File: config.mk
export PLATFORM = sky130hd
export DESIGN_NAME = median_filter
export DESIGN_NICKNAME = d
export VERILOG_FILES = /design/src/source/median_pkg.sv /design/src/source/bitplane_if.sv /design/src/source/median_filter.sv /design/src/source/median_output.sv /design/src/source/bitplane_stage.sv /design/src/source/window_buffer.sv
export SDC_FILE = /design/constraint.sdc
export NUM_CORES = 1
export LEC_CHECK = 0
export BUFFER_PORTS_ARGS = -buffer_cell sky130_fd_sc_hd__buf_2
export CORE_ASPECT_RATIO = 1.4
export CORE_MARGIN = 2
export CORE_UTILIZATION = 40
export DETAILED_ROUTE_END_ITERATION = 10
export PLACE_DENSITY = 0.6
export SYNTH_ARGS = -nofsm -noshare
export SYNTH_HDL_FRONTEND = slang
export SYNTH_SLANG_ARGS = --single-unit
export TNS_END_PERCENT = 100
File: constraint.sdc
create_clock -name clk -period 18.35 [get_ports clk]
set_clock_uncertainty 0.05 [all_clocks]
set_input_delay 1.835 -clock clk [delete_from_list [all_inputs] [get_ports clk]]
set_output_delay 1.835 -clock clk [all_outputs]
set_load 0.03 [all_outputs]
File: src/source/median_pkg.sv
// shared sizes, ranks and types for the median filter
// pixel, column, window, mask and count types
// window mode encoding with rank and initial alive mask lookups
package median_pkg;

	localparam int PIXEL_W = 8;
	localparam int WIN_DIM = 5;
	localparam int WIN_N = WIN_DIM * WIN_DIM;
	localparam int CNT_W = 5;

	// 1-based median ranks
	localparam int RANK_5X5 = 13;
	localparam int RANK_3X3 = 5;

	typedef logic [PIXEL_W-1:0] pixel_t;
	// index is the row, 0 at the top
	typedef pixel_t [WIN_DIM-1:0] column_t;
	// row-major, index row * WIN_DIM + col, col 0 is the oldest column
	typedef pixel_t [WIN_N-1:0] window_t;
	typedef logic [WIN_N-1:0] mask_t;
	typedef logic [CNT_W-1:0] count_t;

	typedef enum logic [0:0] {
		MODE_3X3 = 1'b0,
		MODE_5X5 = 1'b1
	} mode_t;

	function automatic count_t rank_of(mode_t m);
		return (m == MODE_3X3) ? count_t'(RANK_3X3) : count_t'(RANK_5X5);
	endfunction

	// 3x3 mode keeps only the centre of the window
	function automatic mask_t centre_mask(mode_t m);
		mask_t mask;
		mask = '1;
		if (m == MODE_3X3) begin
			mask = '0;
			for (int r = 1; r < WIN_DIM - 1; r++) begin
				for (int c = 1; c < WIN_DIM - 1; c++) begin
					mask[r * WIN_DIM + c] = 1'b1;
				end
			end
		end
		return mask;
	endfunction

endpackage
File: src/source/bitplane_if.sv
// link between two median pipeline stages
// one window item: valid, mode, pixels, alive flags, eliminated-below count
// src drives the item, dst reads it
`timescale 1ns/10ps

interface bitplane_if import median_pkg::*; ();

	logic valid;
	mode_t mode;
	window_t pixels;
	mask_t alive;
	// pixels already known to be smaller than the median
	count_t below;

	modport src (
		output valid,
		output mode,
		output pixels,
		output alive,
		output below
	);

	modport dst (
		input valid,
		input mode,
		input pixels,
		input alive,
		input below
	);

endinterface

File: src/source/median_filter.sv
// streaming rank-order median filter top level
// window buffer, eight bit-plane stages from MSB down, output stage
// latency of 10 enabled edges from column in to median out
`timescale 1ns/10ps

module median_filter import median_pkg::*; (
	input logic clk,
	input logic rst,
	input logic i_clken,
	input mode_t i_mode,
	input column_t i_column,
	output pixel_t o_median,
	output logic o_valid
);

	// link s feeds the stage for bit PIXEL_W-1-s
	bitplane_if link [0:PIXEL_W] ();

	window_buffer u_window_buffer (
		.clk      (clk),
		.rst      (rst),
		.i_clken  (i_clken),
		.i_column (i_column),
		.i_mode   (i_mode),
		.o_win    (link[0])
	);

	genvar s;
	generate
		for (s = 0; s < PIXEL_W; s++) begin : g_stage
			bitplane_stage #(
				.BIT (PIXEL_W - 1 - s)
			) u_stage (
				.clk     (clk),
				.rst     (rst),
				.i_clken (i_clken),
				.i_prev  (link[s]),
				.o_next  (link[s+1])
			);
		end
	endgenerate

	median_output u_median_output (
		.clk      (clk),
		.rst      (rst),
		.i_clken  (i_clken),
		.i_last   (link[PIXEL_W]),
		.o_median (o_median),
		.o_valid  (o_valid)
	);

endmodule

File: src/source/median_output.sv
// final reduction of the surviving pixels to the median
// registered median and valid, frozen while the clock enable is low
`timescale 1ns/10ps

module median_output import median_pkg::*; (
	input logic clk,
	input logic rst,
	input logic i_clken,
	bitplane_if.dst i_last,
	output pixel_t o_median,
	output logic o_valid
);

	pixel_t med_d;
	logic all_same;

	always_comb begin
		med_d = '0;
		for (int i = 0; i < WIN_N; i++) begin
			if (i_last.alive[i]) begin
				med_d = med_d | i_last.pixels[i];
			end
		end
		all_same = 1'b1;
		for (int i = 0; i < WIN_N; i++) begin
			if (i_last.alive[i] && i_last.pixels[i] != med_d) begin
				all_same = 1'b0;
			end
		end
	end

	always_ff @(posedge clk or negedge rst) begin
		if (!rst) begin
			o_median <= '0;
			o_valid <= 1'b0;
		end else if (i_clken) begin
			o_valid <= i_last.valid;
			// only real windows reach the output
			if (i_last.valid) begin
				o_median <= med_d;
			end
		end
	end

	// after eight planes the survivors agree and sit at the rank
	a_survivors_agree: assert property (
		@(posedge clk) disable iff (!rst)
		i_last.valid |-> all_same && (i_last.below < rank_of(i_last.mode))
	) else $error("survivors disagree or rank overrun");

endmodule

File: src/source/bitplane_stage.sv
// one bit-plane elimination stage of the median pipeline
// counts surviving zeros in plane BIT and compares against the rank
// drops the survivors on the wrong side, registers the item
`timescale 1ns/10ps

module bitplane_stage import median_pkg::*; #(
	parameter int BIT = PIXEL_W - 1
) (
	input logic clk,
	input logic rst,
	input logic i_clken,
	bitplane_if.dst i_prev,
	bitplane_if.src o_next
);

	count_t zeros;
	count_t total;
	logic median_zero;
	mask_t alive_d;
	count_t below_d;

	logic valid_q;
	mode_t mode_q;
	window_t pixels_q;
	mask_t alive_q;
	count_t below_q;

	always_comb begin
		zeros = '0;
		for (int i = 0; i < WIN_N; i++) begin
			if (i_prev.alive[i] && !i_prev.pixels[i][BIT]) begin
				zeros = zeros + 1'b1;
			end
		end
		total = i_prev.below + zeros;
		// rank reached inside the zero group, so the median has a 0 here
		median_zero = (total >= rank_of(i_prev.mode));
		for (int i = 0; i < WIN_N; i++) begin
			if (median_zero) begin
				alive_d[i] = i_prev.alive[i] & ~i_prev.pixels[i][BIT];
			end else begin
				alive_d[i] = i_prev.alive[i] & i_prev.pixels[i][BIT];
			end
		end
		below_d = median_zero ? i_prev.below : total;
	end

	always_ff @(posedge clk) begin
		if (i_clken) begin
			pixels_q <= i_prev.pixels;
			alive_q <= alive_d;
			below_q <= below_d;
		end
	end

	always_ff @(posedge clk or negedge rst) begin
		if (!rst) begin
			valid_q <= 1'b0;
			mode_q <= MODE_5X5;
		end else if (i_clken) begin
			valid_q <= i_prev.valid;
			mode_q <= i_prev.mode;
		end
	end

	assign o_next.valid = valid_q;
	assign o_next.mode = mode_q;
	assign o_next.pixels = pixels_q;
	assign o_next.alive = alive_q;
	assign o_next.below = below_q;

	// upstream counts must always leave a survivor
	a_alive_nonempty: assert property (
		@(posedge clk) disable iff (!rst)
		o_next.valid |-> |o_next.alive
	) else $error("bit %0d stage emptied the alive mask", BIT);

endmodule

File: src/source/window_buffer.sv
// column shift register building the 5x5 window
// saturating fill counter that raises valid once five columns are in
// registered row-major window with its mode for the first stage
`timescale 1ns/10ps

module window_buffer import median_pkg::*; (
	input logic clk,
	input logic rst,
	input logic i_clken,
	input column_t i_column,
	input mode_t i_mode,
	bitplane_if.src o_win
);

	// cols[0] is the newest column
	column_t [WIN_DIM-1:0] cols;
	mode_t mode_q;
	count_t fill;

	window_t win_d;
	window_t win_pixels;
	mode_t win_mode;
	logic win_valid;

	// reorder columns into row-major, oldest column on the left
	always_comb begin
		for (int r = 0; r < WIN_DIM; r++) begin
			for (int c = 0; c < WIN_DIM; c++) begin
				win_d[r * WIN_DIM + c] = cols[WIN_DIM-1-c][r];
			end
		end
	end

	always_ff @(posedge clk) begin
		if (i_clken) begin
			cols <= {cols[WIN_DIM-2:0], i_column};
			win_pixels <= win_d;
		end
	end

	always_ff @(posedge clk or negedge rst) begin
		if (!rst) begin
			fill <= '0;
			mode_q <= MODE_5X5;
			win_mode <= MODE_5X5;
			win_valid <= 1'b0;
		end else if (i_clken) begin
			if (fill != count_t'(WIN_DIM)) begin
				fill <= fill + 1'b1;
			end
			// mode travels with the newest column
			mode_q <= i_mode;
			win_mode <= mode_q;
			win_valid <= (fill == count_t'(WIN_DIM));
		end
	end

	assign o_win.valid = win_valid;
	assign o_win.mode = win_mode;
	assign o_win.pixels = win_pixels;
	assign o_win.alive = centre_mask(win_mode);
	assign o_win.below = '0;

	// fill counter saturates at the window width
	a_fill_bound: assert property (
		@(posedge clk) disable iff (!rst)
		fill <= count_t'(WIN_DIM)
	) else $error("window fill counter above %0d", WIN_DIM);

endmodule

==> results.sh <==
export IMPL_die_y_um=450.2
export IMPL_max_freq_mhz=58.42
export IMPL_synthAdderAreaFrac_pct=5.159
export IMPL_synth_ff_type="edfxtp_1"
export IMPL_yosysWarnings=0
export IMPL_setup_violations=0
export IMPL_ys_async_sr_fraction_pct=3.869
export IMPL_drive_above_1_share_pct=7.213
export IMPL_tightest_slew_ns=1.017
export IMPL_postSynthAreaPerCell_um2=10.42
export IMPL_crit_family="compound AO/OA/AOI/OAI gates"
export IMPL_synth_mux_area_share_pct=4.139
export IMPL_wl_um=137200
export IMPL_cp_start_kind="register"
export IMPL_grt_pass1_wl_um=216400
export IMPL_crit_path_frequent_cell="xnor2_1"
export IMPL_hold_path_class="reg2reg"
export IMPL_hold_violations=0
export IMPL_worst_setup_path_type="reg2reg"
export IMPL_drt_vias_per_instance=5.452
export IMPL_ant_nets=0
export IMPL_holdBufCountCts=0
export IMPL_rsz0062_at_grt="false"
export IMPL_wl_per_cell_um=18.57
export IMPL_cts_sinks=827
export IMPL_placed_cells=7221
export IMPL_layout_cells_non_filler=7387
export IMPL_drt_iter0_drc=2507
export IMPL_overflow=0
export IMPL_netlist_top_cells_area="edfxtp_1 (42%), xnor2_1 (8.6%), ha_1 (4.8%)"
export IMPL_grt_pass1_vias=39620
export IMPL_r2r_cells=83
export IMPL_synth_top_family_by_area="simple AND/OR/NAND/NOR gates"
export IMPL_slew_headroom_pct=32.17
export IMPL_drc_errors=0
export IMPL_cts_clk_slew_worst_paths_ns=0.07
export IMPL_synth_enable_flop_cells=795
export IMPL_period_share_pct=93.29
export IMPL_maxSlewViolCount=0
export IMPL_cts_root_buf="clkbuf_16"
export IMPL_nNetsFinal=5683
export IMPL_clk_path_buf_depth=3
export IMPL_ys_seq_area_share_pct=43.39
export IMPL_io_pins=53
export IMPL_netlist_instances=5459
export IMPL_synth_seq_cells=827
export IMPL_endpoint_kind="register"
export IMPL_drv_cap=0
export IMPL_fin_crit_ns=17.12
export IMPL_cp_num_buf_inv=4
export IMPL_synth_simple_area_share_pct=16.77
export IMPL_vias=40270
export IMPL_initial_core_util_pct=40.31
export IMPL_slowest_stage="edfxtp_1"
export IMPL_path_depth=83
export IMPL_synth_top_area_cell="edfxtp_1"
export IMPL_area_delta_synth_final_pct=8.850
export IMPL_synth_area_mm2=0.05689
export IMPL_cp_required_ns=18.78
export IMPL_synth_compound_area_share_pct=12.66
export IMPL_io_buffers=52
export IMPL_yosysMostFrequentCell="edfxtp_1"
export IMPL_clock_latency_ns=0.73
export IMPL_coreArea_mm2=0.1411
export IMPL_whs_path_depth=0
export IMPL_firstDrtPassIters=6
export IMPL_crit_fanout=14
export IMPL_setup_tns_ns=0
export IMPL_diodes=0
export IMPL_critical_path_arrival_ns=17.55
export IMPL_grtUsageTotal_pct=18.71
export IMPL_cts_htree_levels=3
export IMPL_synth_cell_type_count=116
export IMPL_antenna_found_initial=0
export IMPL_num_rows=163
export IMPL_cts_buffers=88
export IMPL_gp_congestion=0.8998
export IMPL_syn_nets=5727
export IMPL_status="completed"
export IMPL_die_x_um=322.7
export IMPL_grt_max_degree=153
export IMPL_synth_xor_area_share_pct=15.17
export IMPL_die_area_mm2=0.1453
export IMPL_crit_path_max_incr_delay_ns=0.47
export IMPL_yosysTopAreaCellShare_pct=41.96
export IMPL_yosys_top_cells_count="edfxtp_1 (795), nand2_1 (595), xnor2_1 (561)"
export IMPL_cts_tree="built"
export IMPL_hpwl_um=102400
layout make-up:
cell class	count	area, µm²
Fill cell	13410	79200
Multi-Input combinational cell	4263	30760
Sequential cell	827	24680
Clock buffer	111	2380
Tap cell	1897	2374
Clock inverter	54	649.4
Inverter	156	586.8
Timing Repair Buffer	79	496.7
flip-flops by register name, indices dropped and copies added (netlist names):
name / flops
g_stage.u_stage.o_next.pixels: 480
g_stage.u_stage.o_next.alive: 200
u_median_output.o_valid: 1
g_stage.u_stage.o_next.below: 35
u_window_buffer.o_win.valid: 1
u_window_buffer.mode_q: 1
g_stage.u_stage.o_next.mode: 7
u_median_output.o_median: 8
g_stage.u_stage.o_next.valid: 8
u_window_buffer.cols: 80
u_window_buffer.o_win.mode: 1
u_window_buffer.fill: 5
placed cells by master, fill, tap and decap left out, types with 22 or more instances in the layout:
cell	instances
a211oi_1	36
a21o_1	33
a21oi_1	197
a221oi_1	25
a22o_1	26
a22oi_1	76
a31oi_1	73
and2_1	48
and3_1	31
buf_2	51
buf_4	23
clkbuf_16	89
dfrtp_1	23
edfxtp_1	795
ha_1	216
inv_1	143
mux2_2	39
mux2i_1	177
nand2_1	594
nand2b_1	196
nand3_1	141
nand3b_1	50
nand4_1	68
nor2_1	297
nor2b_1	173
nor3_1	104
o211ai_1	32
o21a_1	25
o21ai_0	250
o21ai_1	32
o22ai_1	36
o31ai_1	30
or3_1	22
xnor2_1	561
xnor3_1	38
xor2_1	191
metrics by stage:
stage               setup slack, ns  instance area [µm²]  hold slack, ns  utilization (%)
floorplan                     2.100                56890          0.3503                -
global placement              1.011                58820          0.3506            41.68
detailed placement           0.7747                58820          0.3545            41.68
CTS                          0.6833                61850          0.3593            43.82
global route                0.01848                61930          0.3693            43.88
finish                        1.231                61930          0.3624            43.88
per-layer routing:
metal  vias up  part of all wire [%]  track usage (%)
met3       281                   3.5            2.152
met2       765                    52            34.38
met1     19320                    39            20.67
met5         -                     0                0
met4         0                   5.9            10.75
li1      19910                     -                -
path summary, 6_finish.rpt:
check	startpoint	endpoint	slack, ns
max in group asynchronous	rst	u_window_buffer.fill[3]	16.51
min in group asynchronous	rst	u_median_output.o_median[0]	1.21
max	g_stage[6].u_stage.o_next.pixels[17]	g_stage[6].u_stage.o_next.alive[3]	1.23
min reg2reg	u_window_buffer.cols[76]	g_stage[0].u_stage.o_next.pixels[196]	0.36
min	u_window_buffer.cols[76]	g_stage[0].u_stage.o_next.pixels[196]	0.36
max reg2reg	g_stage[6].u_stage.o_next.pixels[17]	g_stage[6].u_stage.o_next.alive[3]	1.23
logic make-up (layout without fill, tap and decap cells):
| kind of cell | count (synthesis) | after routing |
|---|---|---|
| and+or+nand+nor | 1875 | 1875 |
| adders and majority gates | 232 | 232 |
| buffers and inverters | 369 | 400 |
| AOI/OAI and AO/OA | 1081 | 1081 |
| DFF | 827 | 827 |
| other | 1 | 1 |
| muxes | 229 | 229 |
| xor gates and xnor gates | 845 | 845 |
timing repair:
item,CTS,global route
resized for setup,0,18
endpoints found under the setup margin,0,139
setup buffers,0,1
Power is not shown: default switching activity piles up to over one toggle a cycle in this logic, so the estimate is an artifact.
